`src/dc_pred_defs.svh`:
```
// Sizing macros for the 16x16 luma DC predictor
// DC_BLOCK_SIZE must be a multiple of DC_LANES
// Edge sums are held in 12 bits, enough for 16 pixels of 8 bits only

`ifndef DC_PRED_DEFS_SVH
`define DC_PRED_DEFS_SVH

// Bits per luma sample
`define DC_BIT_WIDTH    8

// Pixels per edge and rows per block
`define DC_BLOCK_SIZE   16

// Pixels summed per accumulator cycle
`define DC_LANES        4

// Width of each macroblock coordinate
`define DC_COORD_WIDTH  10

`endif
```
`src/mb_pos_pkg.sv`:
```
// Macroblock position types
// Coordinates count macroblocks, not pixels
// Availability covers picture edges only, no slice rules

`default_nettype none

`include "dc_pred_defs.svh"

package mb_pos_pkg;

    // Macroblock column and row
    typedef struct packed {
        logic [`DC_COORD_WIDTH-1:0] x;
        logic [`DC_COORD_WIDTH-1:0] y;
    } mb_coord_t;

    // Neighbour edges that may be used for prediction
    typedef struct packed {
        logic top;
        logic left;
    } avail_t;

endpackage

`default_nettype wire

```
`src/dc_pred_pkg.sv`:
```
// Datapath types for the DC predictor
// Pixel 0 of an edge or row sits in the low bits of the packed array
// The edge sum width covers DC_BLOCK_SIZE full-scale pixels

`default_nettype none

`include "dc_pred_defs.svh"

package dc_pred_pkg;

    // Width of a single-edge sum, 16 x 255 = 4080
    localparam int DC_SUM_WIDTH = 12;

    // One luma sample
    typedef logic [`DC_BIT_WIDTH-1:0] pixel_t;

    // Sixteen neighbour pixels of one edge
    typedef pixel_t [`DC_BLOCK_SIZE-1:0] edge_t;

    // One predicted output row, same layout as an edge
    typedef pixel_t [`DC_BLOCK_SIZE-1:0] row_t;

    // Edge total with its one-cycle strobe
    typedef struct packed {
        logic [DC_SUM_WIDTH-1:0] sum;
        logic                    valid;
    } edge_sum_t;

endpackage

`default_nettype wire

```
`src/dc_pred_top.sv`:
```
// DC intra predictor for one 16x16 luma block at a time
// start_i is a one-cycle pulse, ignored while busy_o is high
// Rows come out 6 cycles after acceptance, the consumer takes every row
// Neighbour availability follows picture borders only

`timescale 1ns/1ps
`default_nettype none

`include "dc_pred_defs.svh"

module dc_pred_top (
    input  wire                   clk,
    input  wire                   rst_n,
    input  wire                   start_i,
    input  mb_pos_pkg::mb_coord_t coord_i,
    input  dc_pred_pkg::edge_t    top_i,
    input  dc_pred_pkg::edge_t    left_i,
    output dc_pred_pkg::row_t     row_o,
    output logic                  row_valid_o,
    output logic                  done_o,
    output logic                  busy_o
);

    import dc_pred_pkg::*;
    import mb_pos_pkg::*;

    logic      accept;
    logic      busy_q;
    avail_t    avail_q;
    edge_sum_t top_sum;
    edge_sum_t left_sum;
    pixel_t    dc_value;
    logic      dc_valid;

    assign accept = start_i && !busy_q;

    //------------------------------------------------------------
    // Block control
    //------------------------------------------------------------
    always_ff @(posedge clk or negedge rst_n) begin
        if (!rst_n) begin
            busy_q  <= 1'b0;
            avail_q <= '0;
        end else if (accept) begin
            busy_q       <= 1'b1;
            // Column zero has no left block, row zero no top block
            avail_q.left <= (coord_i.x != '0);
            avail_q.top  <= (coord_i.y != '0);
        end else if (done_o) begin
            busy_q <= 1'b0;
        end
    end

    assign busy_o = busy_q;

    //------------------------------------------------------------
    // Datapath
    //------------------------------------------------------------
    edge_accum u_top_accum (
        .clk    (clk),
        .rst_n  (rst_n),
        .load_i (accept),
        .edge_i (top_i),
        .sum_o  (top_sum)
    );

    edge_accum u_left_accum (
        .clk    (clk),
        .rst_n  (rst_n),
        .load_i (accept),
        .edge_i (left_i),
        .sum_o  (left_sum)
    );

    dc_combine u_combine (
        .clk        (clk),
        .rst_n      (rst_n),
        .avail_i    (avail_q),
        .top_sum_i  (top_sum),
        .left_sum_i (left_sum),
        .dc_o       (dc_value),
        .dc_valid_o (dc_valid)
    );

    dc_row_fill u_row_fill (
        .clk         (clk),
        .rst_n       (rst_n),
        .dc_i        (dc_value),
        .dc_valid_i  (dc_valid),
        .row_o       (row_o),
        .row_valid_o (row_valid_o),
        .done_o      (done_o)
    );

endmodule

`default_nettype wire

```
`src/dc_row_fill.sv`:
```
// Emits DC_BLOCK_SIZE rows, each the DC value in every pixel
// No back-pressure, one row per cycle once started
// dc_valid_i during an active block restarts the count

`timescale 1ns/1ps
`default_nettype none

`include "dc_pred_defs.svh"

module dc_row_fill (
    input  wire                 clk,
    input  wire                 rst_n,
    input  dc_pred_pkg::pixel_t dc_i,
    input  wire                 dc_valid_i,
    output dc_pred_pkg::row_t   row_o,
    output logic                row_valid_o,
    output logic                done_o
);

    import dc_pred_pkg::*;

    localparam int ROW_W = $clog2(`DC_BLOCK_SIZE);

    pixel_t           dc_q;
    logic [ROW_W-1:0] row_q;
    logic             active_q;

    always_ff @(posedge clk or negedge rst_n) begin
        if (!rst_n) begin
            dc_q     <= '0;
            row_q    <= '0;
            active_q <= 1'b0;
        end else if (dc_valid_i) begin
            dc_q     <= dc_i;
            row_q    <= '0;
            active_q <= 1'b1;
        end else if (active_q) begin
            // Back to idle after the last row
            if (row_q == ROW_W'(`DC_BLOCK_SIZE - 1)) begin
                active_q <= 1'b0;
            end else begin
                row_q <= row_q + 1'b1;
            end
        end
    end

    // Same value across the whole row
    assign row_o       = {`DC_BLOCK_SIZE{dc_q}};
    assign row_valid_o = active_q;
    assign done_o      = active_q && (row_q == ROW_W'(`DC_BLOCK_SIZE - 1));

endmodule

`default_nettype wire

```
`src/dc_combine.sv`:
```
// Selects the DC rule from edge availability and registers the mean
// Both sum strobes are expected on the same cycle
// Availability must stay stable while the sums are in flight

`timescale 1ns/1ps
`default_nettype none

`include "dc_pred_defs.svh"

module dc_combine (
    input  wire                    clk,
    input  wire                    rst_n,
    input  mb_pos_pkg::avail_t     avail_i,
    input  dc_pred_pkg::edge_sum_t top_sum_i,
    input  dc_pred_pkg::edge_sum_t left_sum_i,
    output dc_pred_pkg::pixel_t    dc_o,
    output logic                   dc_valid_o
);

    import dc_pred_pkg::*;

    // One extra bit for the two-edge total
    localparam int TOT_W = DC_SUM_WIDTH + 1;

    logic [TOT_W-1:0] both_rnd;
    logic [TOT_W-1:0] top_rnd;
    logic [TOT_W-1:0] left_rnd;
    logic             sums_valid;
    pixel_t           mean;
    pixel_t           dc_q;
    logic             dc_valid_q;

    assign sums_valid = top_sum_i.valid & left_sum_i.valid;

    // Rounding offsets: half of the divisor
    assign both_rnd = TOT_W'(top_sum_i.sum) + TOT_W'(left_sum_i.sum) + TOT_W'(16);
    assign top_rnd  = TOT_W'(top_sum_i.sum) + TOT_W'(8);
    assign left_rnd = TOT_W'(left_sum_i.sum) + TOT_W'(8);

    //------------------------------------------------------------
    // Rule select
    //------------------------------------------------------------
    always_comb begin
        unique case ({avail_i.top, avail_i.left})
            2'b11:   mean = pixel_t'(both_rnd >> 5);
            2'b10:   mean = pixel_t'(top_rnd >> 4);
            2'b01:   mean = pixel_t'(left_rnd >> 4);
            default: mean = pixel_t'(1 << (`DC_BIT_WIDTH - 1));
        endcase
    end

    // Mean register, payload only
    always_ff @(posedge clk) begin
        if (sums_valid) begin
            dc_q <= mean;
        end
    end

    always_ff @(posedge clk or negedge rst_n) begin
        if (!rst_n) begin
            dc_valid_q <= 1'b0;
        end else begin
            dc_valid_q <= sums_valid;
        end
    end

    assign dc_o       = dc_q;
    assign dc_valid_o = dc_valid_q;

endmodule

`default_nettype wire

```
`src/edge_accum.sv`:
```
// Sums one neighbour edge, DC_LANES pixels per cycle
// load_i must not arrive while a sum is in progress
// Fixed latency: strobe rises DC_BLOCK_SIZE/DC_LANES edges after load

`timescale 1ns/1ps
`default_nettype none

`include "dc_pred_defs.svh"

module edge_accum (
    input  wire                   clk,
    input  wire                   rst_n,
    input  wire                   load_i,
    input  dc_pred_pkg::edge_t    edge_i,
    output dc_pred_pkg::edge_sum_t sum_o
);

    import dc_pred_pkg::*;

    localparam int STEPS   = `DC_BLOCK_SIZE / `DC_LANES;
    localparam int CNT_W   = (STEPS > 1) ? $clog2(STEPS) : 1;

    edge_t                   shift_q;
    logic [DC_SUM_WIDTH-1:0] acc_q;
    logic [DC_SUM_WIDTH-1:0] lane_sum;
    logic [CNT_W-1:0]        step_q;
    logic                    active_q;
    logic                    valid_q;

    // Adder tree over the low lanes of the shift register
    always_comb begin
        lane_sum = '0;
        for (int i = 0; i < `DC_LANES; i++) begin
            lane_sum = lane_sum + DC_SUM_WIDTH'(shift_q[i]);
        end
    end

    // Edge pixels, consumed from the low end
    always_ff @(posedge clk) begin
        if (load_i) begin
            shift_q <= edge_i;
        end else if (active_q) begin
            shift_q <= shift_q >> (`DC_LANES * `DC_BIT_WIDTH);
        end
    end

    always_ff @(posedge clk or negedge rst_n) begin
        if (!rst_n) begin
            acc_q    <= '0;
            step_q   <= '0;
            active_q <= 1'b0;
            valid_q  <= 1'b0;
        end else begin
            valid_q <= 1'b0;
            if (load_i) begin
                acc_q    <= '0;
                step_q   <= '0;
                active_q <= 1'b1;
            end else if (active_q) begin
                acc_q  <= acc_q + lane_sum;
                step_q <= step_q + 1'b1;
                // Last group of lanes
                if (step_q == CNT_W'(STEPS - 1)) begin
                    active_q <= 1'b0;
                    valid_q  <= 1'b1;
                end
            end
        end
    end

    assign sum_o.sum   = acc_q;
    assign sum_o.valid = valid_q;

endmodule

`default_nettype wire

```
`config.mk`:
```
export PLATFORM = sky130hd
export DESIGN_NAME = dc_pred_top
export DESIGN_NICKNAME = d
export VERILOG_FILES = /design/src/mb_pos_pkg.sv /design/src/dc_pred_pkg.sv /design/src/dc_pred_top.sv /design/src/dc_row_fill.sv /design/src/dc_combine.sv /design/src/edge_accum.sv
export VERILOG_INCLUDE_DIRS = /design/src
export SDC_FILE = /design/constraint.sdc
export NUM_CORES = 1
export LEC_CHECK = 0
export BUFFER_PORTS_ARGS = -buffer_cell sky130_fd_sc_hd__buf_2
export CAP_MARGIN = 20
export CORE_MARGIN = 3
export CORE_UTILIZATION = 41
export DETAILED_ROUTE_END_ITERATION = 10
export PLACE_DENSITY = 0.7
export SKIP_LAST_GASP = 1
export SLEW_MARGIN = 20
export SYNTH_ARGS = -nofsm -noshare
export SYNTH_HDL_FRONTEND = slang
export SYNTH_HIERARCHICAL = 1
export SYNTH_SLANG_ARGS = --single-unit
```
`constraint.sdc`:
```
create_clock -name clk -period 7.5 [get_ports clk]
set_input_delay 1.125 -clock clk [delete_from_list [all_inputs] [get_ports clk]]
set_output_delay 1.125 -clock clk [all_outputs]
set_load 0.03 [all_outputs]
```
==> results of run 1 <==
placed cells by master (no fill, tap or decap), drive strengths merged, types with 11 or more instances in the layout:
| cell | count |
|---|---|
| o21ai | 14 |
| ha | 58 |
| inv | 155 |
| nand2 | 13 |
| edfxtp | 264 |
| mux2 | 205 |
| mux2i | 14 |
| buf | 415 |
| nor2 | 40 |
| clkbuf | 51 |
| dfrtp | 49 |
| nand4 | 11 |
| fa | 46 |
| and2 | 66 |
| clkinv | 11 |
| nand3 | 18 |
| xnor2 | 15 |
| a21oi | 25 |
worst max-delay path, delay by kind of cell, from the launching register on:
| kind | cells | cell delay (ns) |
|---|---|---|
| adder cells (fa/ha/maj) | 5 | 1.99 |
| AO/OA/AOI/OAI | 3 | 0.54 |
| flip-flops | 1 | 0.37 |
| AND/OR/NAND/NOR | 1 | 0.15 |
| buffers and inverters | 3 | 0.20 |
| multiplexers | 1 | 0.32 |
per-stage QoR:
step	util, %	power (mW)	setup WS, ns	hold WS [ns]	cell area [µm²]
3_3_place_gp	45.7	3.73	3.11	0.453	18800
5_1_grt	48.7	5.82	3.61	0.498	20000
6_report	48.7	5.49	3.79	0.479	20000
4_1_cts	48.6	5.53	3.62	0.485	19900
3_5_place_dp	45.7	3.78	3.03	0.467	18800
2_1_floorplan	-	3.43	2.56	0.439	17100
final timing paths:
check                                               from                      to  slack [ns]  depth (start not counted)
worst min-delay path                   u_combine/dc_o[5]      u_row_fill/dc_q[5]        0.48                          1
worst min register to register         u_combine/dc_o[5]      u_row_fill/dc_q[5]        0.48                          1
max in group asynchronous                          rst_n  u_left_accum/acc_q[11]        6.33                          2
worst max-delay path            u_left_accum/shift_q[17]  u_left_accum/acc_q[11]        3.79                         13
worst max register to register  u_left_accum/shift_q[17]  u_left_accum/acc_q[11]        3.79                         13
min in group asynchronous                          rst_n              avail_q[1]        0.70                          2
routing by layer:
| metal | share of wire [%] | up-vias | wire [µm] | global-route usage [%] |
|---|---|---|---|---|
| met1 | 40 | 5083 | 14700 | 19.6 |
| met3 | 5.9 | 59 | 2170 | 3.29 |
| met2 | 52 | 352 | 19100 | 29.0 |
| met5 | 0.054 | - | 20 | 0 |
| li1 | - | 4997 | - | - |
| met4 | 2.3 | 2 | 829 | 5.08 |
state kept, by name, summed over array words and instances, names as in the netlist, 2 cells and up:
signal,cells
avail_q,2
u_left_accum/step_q,2
u_combine/dc_o,8
u_top_accum/acc_q,12
u_left_accum/shift_q,128
u_row_fill/dc_q,8
u_left_accum/acc_q,12
u_row_fill/row_q,4
u_top_accum/step_q,2
u_top_accum/shift_q,128
where the power goes:
| part | total [mW] | internal [mW] | switching, mW |
|---|---|---|---|
| sequential | 2.12 | 1.97 | 0.151 |
| combinational | 1.64 | 0.685 | 0.954 |
| clock | 1.73 | 0.997 | 0.728 |
| total | 5.49 | 3.65 | 1.83 |
logic make-up after synthesis:
logic type                 count (synthesis)  share of synthesized area (%)
AOI/OAI and AO/OA                        101                           4.24
xor gates and xnor gates                  22                           1.12
adders and majority gates                104                           9.61
buffers and inverters                    319                           10.1
DFF                                      313                           53.4
muxes                                    219                           14.4
and+or+nand+nor                          210                           7.17
layout make-up:
| class | count | area, µm² | share of cell area [%] |
|---|---|---|---|
| Inverter | 154 | 583 | 2.92 |
| Antenna cell | 7 | 17.5 | 0.0877 |
| Clock inverter | 17 | 190 | 0.952 |
| Tap cell | 532 | 666 | 3.33 |
| Sequential cell | 313 | 9150 | 45.8 |
| Clock buffer | 51 | 978 | 4.90 |
| Multi-Input combinational cell | 656 | 6260 | 31.3 |
| Timing Repair Buffer | 415 | 2120 | 10.6 |
==> results.yml, run 1 <==
global_route:
  grt_pass1_wl_mm: 56.5
  grt_start_max_net_pins: 186
  first_global_vias: 10700
  antenna_found_initial: 8
  track_usage_pct: 16.1
  grt_overflow: 0
worst_setup_path:
  critical-path-max-stage-delay_ns: 0.54
  critPathRequiredTime_ns: 7.92
  critical_path.most_common_cell: "sky130_fd_sc_hd__fa_1"
  end_kind: "flop"
  timing.critical_path.slowest_stage_cell: "sky130_fd_sc_hd__fa_1"
  crit_path_cell_trace: "inv_1, fa_1, fa_1, fa_1, inv_1, ha_1, inv_1, fa_1, nor2b_4, o31a_1, o21ai_2, o22ai_1, mux2_4"
  setup.worst_path.class: "flop to flop"
  cp.arrival_ns: 4.13
  worst_setup_path_start_kind: "flop"
  cp_max_fo: 3
synthesis:
  synth.distinct_cells: 78
  mappedNetlistNets: 1671
  synthMostInstantiatedCell: "sky130_fd_sc_hd__edfxtp_1"
  synthDominantAreaCellType: "sky130_fd_sc_hd__edfxtp_1"
  yosysTopAreaCellShare_pct: 46.3
  yosys-top-cells-count: "sky130_fd_sc_hd__edfxtp_1 (264), sky130_fd_sc_hd__mux2_2 (196), sky130_fd_sc_hd__inv_1 (154)"
  synth-seq-area-share_pct: 53.4
  synth.area.top_cells: "sky130_fd_sc_hd__edfxtp_1 (46%), sky130_fd_sc_hd__mux2_2 (13%), sky130_fd_sc_hd__dfrtp_1 (7.2%)"
  post_synth.cell_area_avg_um2: 13.3
  synth-warning-count: 6
  synth.cell_area_um2: 17100
  asyncSetResetFlopFracSynth_pct: 15.7
  register_bit_count_reported_by_yosys: 313
  edff_count_synth: 264
  ys_dominant_reg_cell: "sky130_fd_sc_hd__edfxtp_1"
  synth_cells: 1288
layout:
  synthToLayoutAreaGrowth_pct: 16.6
  drive_above_1_share_pct: 43.1
  nNetsFinal: 1960
  final_cells: 2145
  fill_cells: 3544
clock_network:
  cts_repair_resize_count: 0
  cts_max_level: 2
  cts_made_buffers: 37
  tritoncts: "yes"
  worstSkewPairLatency_ns: 0.56
  hold_buffers: 0
  clk_transition_reported_paths_ns: 0.06
  clock_path_buffers: 3
  post_cts.repair.setup_buffers: 0
  cts_root_buffer: "sky130_fd_sc_hd__clkbuf_16"
  tritoncts_num_sinks: 313
place:
  buffer_ports.inserted: 409
  globalplace.congestion: 0.856
  hpwl_after_dpl_mm: 26.6
  numPlacedInstances: 2069
power:
  static-leakage-power_nw: 8.59
  powerDensity_nw_per_um2: 275
  max-vdd-ir-drop_uv: 194
floorplanning:
  die_h_um: 210
  core.rowCount: 74
  core_area_um2: 41000
  die-width_um: 210
  floorplan.die_area_um2: 44300
  design.portCount: 410
  start_util_pct: 41.8
drt:
  vias: 10500
  antenna_violating_nets_post_route: 0
  routed_wl_mm: 36.8
  dr.first_iter.drc_count: 691
  avgRoutedWirePerCell_um: 17.2
  detail_route.vias_per_cell: 4.89
  drc_errors: 0
  first_pass_iters: 5
sta:
  worst_slew_margin_rel_pct: 28.0
  setup_tns_ns: 0
  fmax_mhz: 269
  tightest_slew_ns: 1.08
  grt_setup_unrepaired: "no"
  finalWorstPathRequiredPeriod_ns: 3.71
  fin_crit_sh_pct: 49.5
  report.final.hold_viol_count: 0
  final-max-slew-violation-count: 0
  worst_clock_skew_ns: 0.0353
  finalSetupViolations: 0
min_path:
  worstHoldPathType: "flop to flop"
run_status:
  outcome: "complete, no violations"
job:
  drv.max_cap_violation_count: 0
(Power assumes the default switching activity.)
==> run 2: changes to the inputs <==
--- a/config.mk
+++ b/config.mk
@@ -11,7 +11,7 @@
 export CORE_MARGIN = 3
 export CORE_UTILIZATION = 41
 export DETAILED_ROUTE_END_ITERATION = 10
-export PLACE_DENSITY = 0.7
+export PLACE_DENSITY = 0.72
 export SKIP_LAST_GASP = 1
 export SLEW_MARGIN = 20
 export SYNTH_ARGS = -nofsm -noshare
==> constraint.sdc (replaced) <==
create_clock -name clk -period 3.3 [get_ports clk]
set_input_delay 0.495 -clock clk [delete_from_list [all_inputs] [get_ports clk]]
set_output_delay 0.495 -clock clk [all_outputs]
set_load 0.03 [all_outputs]
==> results.yml, run 2 (synthesis results as in run 1) <==
layout:
  layout.cells.most_common: "sky130_fd_sc_hd__buf_2"
  post-route-util_pct: 49.9
  drive_above_1_share_pct: 46.6
  synthToLayoutAreaGrowth_pct: 19.4
  leading_cell_types_in_the_layout_fill_and_taps_excluded: "sky130_fd_sc_hd__buf_2 (409), sky130_fd_sc_hd__edfxtp_1 (264), sky130_fd_sc_hd__mux2_2 (196)"
  final_cells: 2171
  top_regs: "u_left_accum/shift_q: 128 flops, u_top_accum/shift_q: 128 flops"
  nNetsFinal: 1988
  postLayoutCellArea_um2: 20500
drt:
  detail_route.vias_per_cell: 4.84
  drc_errors: 0
  first_pass_iters: 5
  antenna_violating_nets_post_route: 0
  dr.first_iter.drc_count: 588
  avgRoutedWirePerCell_um: 16.7
  vias: 10500
  routed_wl_mm: 36.3
power:
  static-leakage-power_nw: 8.75
  register_share_of_total_power_pct: 37.2
  share_clk_of_total_power_pct: 30.3
  switching_power_total_mw: 4.32
  powerDensity_nw_per_um2: 633
  netSwitchingFraction_pct: 33.4
  share_comb_of_total_power_pct: 32.5
  max-vdd-ir-drop_uv: 429
  intPower_mw: 8.62
  total_power_consumption_of_the_routed_design_mw: 12.9
worst_setup_path:
  setup.worst_path.class: "flop to flop"
  rr_startpoint: "u_left_accum/shift_q[1]"
  cp_max_fo: 2
  cp.arrival_ns: 3.87
  end_kind: "flop"
  critPathRequiredTime_ns: 3.73
  worst_setup_path_start_kind: "flop"
  critical_path_origin: "u_left_accum/shift_q[1]"
sta:
  finalWorstPathRequiredPeriod_ns: 3.44
  whs_ns: 0.234
  worst_clock_skew_ns: 0.0167
  report.final.hold_viol_count: 0
  tightest_slew_ns: 0.850
  setup_tns_ns: -0.493
  final-max-slew-violation-count: 0
  fin_ws_ns: -0.145
  fin_crit_sh_pct: 104
  worst_slew_margin_rel_pct: 43.3
  grt_setup_unrepaired: "yes"
  fmax_mhz: 290
  finalSetupViolations: 6
floorplanning:
  core_area_um2: 41000
  design.portCount: 410
  start_util_pct: 41.8
  core.rowCount: 74
  die-width_um: 210
  floorplan.die_area_um2: 44300
  die_h_um: 210
min_path:
  worstHoldPathType: "input port to flop"
  worst_hold_startpoint: "left_i[117]"
global_route:
  grt_pass1_wl_mm: 56.2
  grt_overflow: 0
  grt_start_max_net_pins: 129
  first_global_vias: 10600
  antenna_found_initial: 8
  track_usage_pct: 15.9
place:
  pre_cts_slack_ns: -0.200
  globalplace.congestion: 0.824
  dpl_cell_area_um2: 19100
  numPlacedInstances: 2095
  hpwl_after_dpl_mm: 26.6
  buffer_ports.inserted: 409
clock_network:
  clock_path_buffers: 3
  tritoncts_num_sinks: 313
  cts_max_level: 2
  worstSkewPairLatency_ns: 0.54
  cts_root_buffer: "sky130_fd_sc_hd__clkbuf_16"
  clk_transition_reported_paths_ns: 0.06
  tritoncts: "yes"
  cts_made_buffers: 37
run_status:
  violations_in_the_final_reports: "negative setup slack"
  outcome: "finished with violations"
job:
  drv.max_cap_violation_count: 0
run 2: power groups by stage:
stage	registers (mW)	logic, mW	clock network, mW
2_1_floorplan	4.79	3.02	0
3_3_place_gp	4.89	3.78	0
3_5_place_dp	4.91	3.89	0
4_1_cts	4.83	4.00	4.04
5_1_grt	4.86	4.63	4.22
6_report	4.82	4.20	3.92
run 2: worst max-delay path, cell delays in order, from the launching register on:
cell	delay, ns
sky130_fd_sc_hd__edfxtp_1	0.35
sky130_fd_sc_hd__inv_2	0.04
sky130_fd_sc_hd__fa_1	0.54
sky130_fd_sc_hd__fa_1	0.43
sky130_fd_sc_hd__fa_1	0.43
sky130_fd_sc_hd__inv_1	0.07
sky130_fd_sc_hd__ha_2	0.18
sky130_fd_sc_hd__inv_2	0.04
sky130_fd_sc_hd__fa_2	0.36
sky130_fd_sc_hd__nor2b_4	0.13
sky130_fd_sc_hd__o31a_1	0.20
sky130_fd_sc_hd__o21ai_2	0.08
sky130_fd_sc_hd__o22ai_2	0.17
sky130_fd_sc_hd__mux2_4	0.31
run 2: final timing paths:
| kind | end | slack (ns) | cells past startpoint |
|---|---|---|---|
| setup reg to reg | u_left_accum/acc_q[11] | -0.14 | 13 |
| max in group asynchronous | u_top_accum/acc_q[1] | 2.07 | 3 |
| setup / recovery | u_left_accum/acc_q[11] | -0.14 | 13 |
| min in group asynchronous | avail_q[1] | 0.46 | 2 |
| hold reg to reg | u_row_fill/dc_q[7] | 0.47 | 1 |
| hold / removal | u_left_accum/shift_q[117] | 0.23 | 2 |
run 2: area by class of cell:
class | instances | area [µm²]
Sequential cell | 313 | 9160
Multi-Input combinational cell | 656 | 6440
Tap cell | 532 | 666
Antenna cell | 7 | 17.5
Inverter | 154 | 586
Clock buffer | 46 | 960
Clock inverter | 20 | 213
Fill cell | 3515 | 20600
Timing Repair Buffer | 443 | 2420
run 2: what timing repair did:
item | 4_1_cts | 5_1_grt
pin swaps | 13 | 16
hold buffers | 1 | 0
endpoints found under the hold margin | 17 | 0
endpoints found under the setup margin | 12 | 15
gates resized for setup | 12 | 26
setup buffers | 1 | 1
run 2: routing by layer:
metal	track usage, %	routed length [µm]	vias up
li1	-	-	5052
met3	3.47	2150	60
met4	5.70	922	2
met1	20.0	15000	5035
met2	27.3	18200	353
met5	0	13	-
==> run 3: changes to the inputs <==
--- a/config.mk
+++ b/config.mk
@@ -11,7 +11,8 @@
 export CORE_MARGIN = 3
 export CORE_UTILIZATION = 41
 export DETAILED_ROUTE_END_ITERATION = 10
-export PLACE_DENSITY = 0.72
+export PLACE_DENSITY = 0.68
+export REMOVE_ABC_BUFFERS = 1
 export SKIP_LAST_GASP = 1
 export SLEW_MARGIN = 20
 export SYNTH_ARGS = -nofsm -noshare
==> results.yml, run 3 (synthesis results as in run 1) <==
drt:
  dr.first_iter.drc_count: 477
  routed_wl_mm: 34.8
  vias: 10400
  first_pass_iters: 4
  detail_route.vias_per_cell: 4.80
  antenna_violating_nets_post_route: 0
  avgRoutedWirePerCell_um: 16.0
  drc_errors: 0
clock_network:
  cts_made_buffers: 37
  tritoncts: "yes"
  cts_root_buffer: "sky130_fd_sc_hd__clkbuf_16"
  clock_path_buffers: 3
  tritoncts_num_sinks: 313
  cts_max_level: 2
  clk_transition_reported_paths_ns: 0.06
  worstSkewPairLatency_ns: 0.53
global_route:
  track_usage_pct: 15.3
  grt_start_max_net_pins: 93
  grt_overflow: 0
  grt_pass1_wl_mm: 54.7
  first_global_vias: 10800
  antenna_found_initial: 8
layout:
  synthToLayoutAreaGrowth_pct: 19.9
  final_cells: 2175
  leading_cell_types_in_the_layout_fill_and_taps_excluded: "sky130_fd_sc_hd__buf_2 (409), sky130_fd_sc_hd__edfxtp_1 (264), sky130_fd_sc_hd__mux2_2 (196)"
  nNetsFinal: 1994
  drive_above_1_share_pct: 47.4
  top_regs: "u_left_accum/shift_q: 128 flops, u_top_accum/shift_q: 128 flops"
  layout.cells.most_common: "sky130_fd_sc_hd__buf_2"
sta:
  final-max-slew-violation-count: 0
  finalWorstPathRequiredPeriod_ns: 3.47
  report.final.hold_viol_count: 0
  fin_ws_ns: -0.172
  fmax_mhz: 288
  tightest_slew_ns: 0.796
  finalSetupViolations: 6
  worst_slew_margin_rel_pct: 46.9
  grt_setup_unrepaired: "yes"
  worst_clock_skew_ns: 0.0148
  fin_crit_sh_pct: 105
floorplanning:
  core.rowCount: 74
  die-width_um: 210
  floorplan.die_area_um2: 44300
  start_util_pct: 41.8
  core_area_um2: 41000
  design.portCount: 410
  die_h_um: 210
power:
  total_power_consumption_of_the_routed_design_mw: 13.3
  max-vdd-ir-drop_uv: 404
  static-leakage-power_nw: 8.83
  powerDensity_nw_per_um2: 646
place:
  hpwl_after_dpl_mm: 25.0
  numPlacedInstances: 2096
  buffer_ports.inserted: 409
  globalplace.congestion: 0.799
min_path:
  worst_hold_startpoint: "start_i"
  number_of_cells_on_the_worst_hold_path: 3
  worst_hold_path.endpoint: "busy_o"
  worstHoldPathType: "input port to flop"
worst_setup_path:
  rr_startpoint: "u_left_accum/shift_q[1]"
  rr_worst_depth: 14
  cp_max_fo: 2
  critical-path-max-stage-delay_ns: 0.54
  setup.reg_to_reg.worst_slack_ns: -0.17
  timing.critical_path.slowest_stage_cell: "sky130_fd_sc_hd__fa_1"
  cp.arrival_ns: 3.88
  crit_path_cell_trace: "inv_2, fa_1, fa_1, fa_1, inv_1, ha_2, inv_2, fa_2, nor2b_4, o31a_1, buf_4, o21a_1, o211ai_1, o311ai_1"
  worst_setup_path_start_kind: "flop"
  end_kind: "flop"
  critPathRequiredTime_ns: 3.71
  worstReg2RegEnd: "u_left_accum/acc_q[7]"
  critical_path.most_common_cell: "sky130_fd_sc_hd__fa_1"
  setup.worst_path.class: "flop to flop"
run_status:
  violations_in_the_final_reports: "negative setup slack"
  outcome: "finished with violations"
job:
  drv.max_cap_violation_count: 0
-- run 3: routing by layer --
layer,wire [µm],vias up,global-route usage [%]
li1,-,5057,-
met1,14000,4966,18.5
met2,17500,349,26.8
met3,2260,64,3.50
met4,954,4,6.10
met5,27,-,0
-- run 3: report_power, final --
group          leakage [nW]  internal [mW]  total, mW  switching (mW)
Sequential             3.00           4.48       4.81           0.331
Combinational          5.22           1.97       4.35            2.37
Clock                 0.613           2.53       4.12            1.59
Total                  8.83           8.98       13.3            4.30
-- run 3: how the worst max path moves through the flow --
| stage | from | to | slack (ns) |
|---|---|---|---|
| global placement | u_left_accum/shift_q[9] | u_left_accum/acc_q[11] | -0.26 |
| detailed placement | u_left_accum/shift_q[9] | u_left_accum/acc_q[11] | -0.34 |
| global route | u_left_accum/shift_q[1] | u_left_accum/acc_q[7] | -0.31 |
| CTS | u_left_accum/shift_q[1] | u_left_accum/acc_q[7] | -0.18 |
| floorplan | busy_o | u_top_accum/shift_q[0] | -12.74 |
| finish | u_left_accum/shift_q[1] | u_left_accum/acc_q[7] | -0.17 |
-- run 3: area by class of cell --
cell class,instances,area [µm²]
Antenna cell,4,10.0
Clock buffer,46,1030
Clock inverter,21,208
Fill cell,3560,20500
Inverter,154,583
Multi-Input combinational cell,656,6440
Sequential cell,313,9150
Tap cell,532,666
Timing Repair Buffer,449,2450
-- run 3: repair_timing --
action,in CTS,in global routing
endpoints found under the hold margin,23,0
setup endpoints to repair,13,15
buffers inserted,4,5
hold buffers,1,0
pin swaps,30,23
gates resized for setup,26,31
-- run 3: critical path: cells and delay by family (launching register included) --
family	cells	cell delay, ns
compound gates	4	0.78
buf+inv	4	0.29
fa+ha+maj	5	1.87
simple gates	1	0.05
flops	1	0.35
-- run 3: metrics by stage --
step / hold slack, ns / utilization [%] / instance area [µm²] / TNS (ns) / setup WS [ns]
floorplan: 0.199 / - / 16000 / -5967.10 / -12.74
global placement: 0.450 / 46.4 / 19000 / -1.13 / -0.258
detailed placement: 0.452 / 46.4 / 19000 / -1.91 / -0.341
CTS: 0.185 / 49.8 / 20400 / -0.702 / -0.180
global route: 0.218 / 50.1 / 20500 / -2.34 / -0.308
finish: 0.222 / 50.1 / 20500 / -0.736 / -0.172
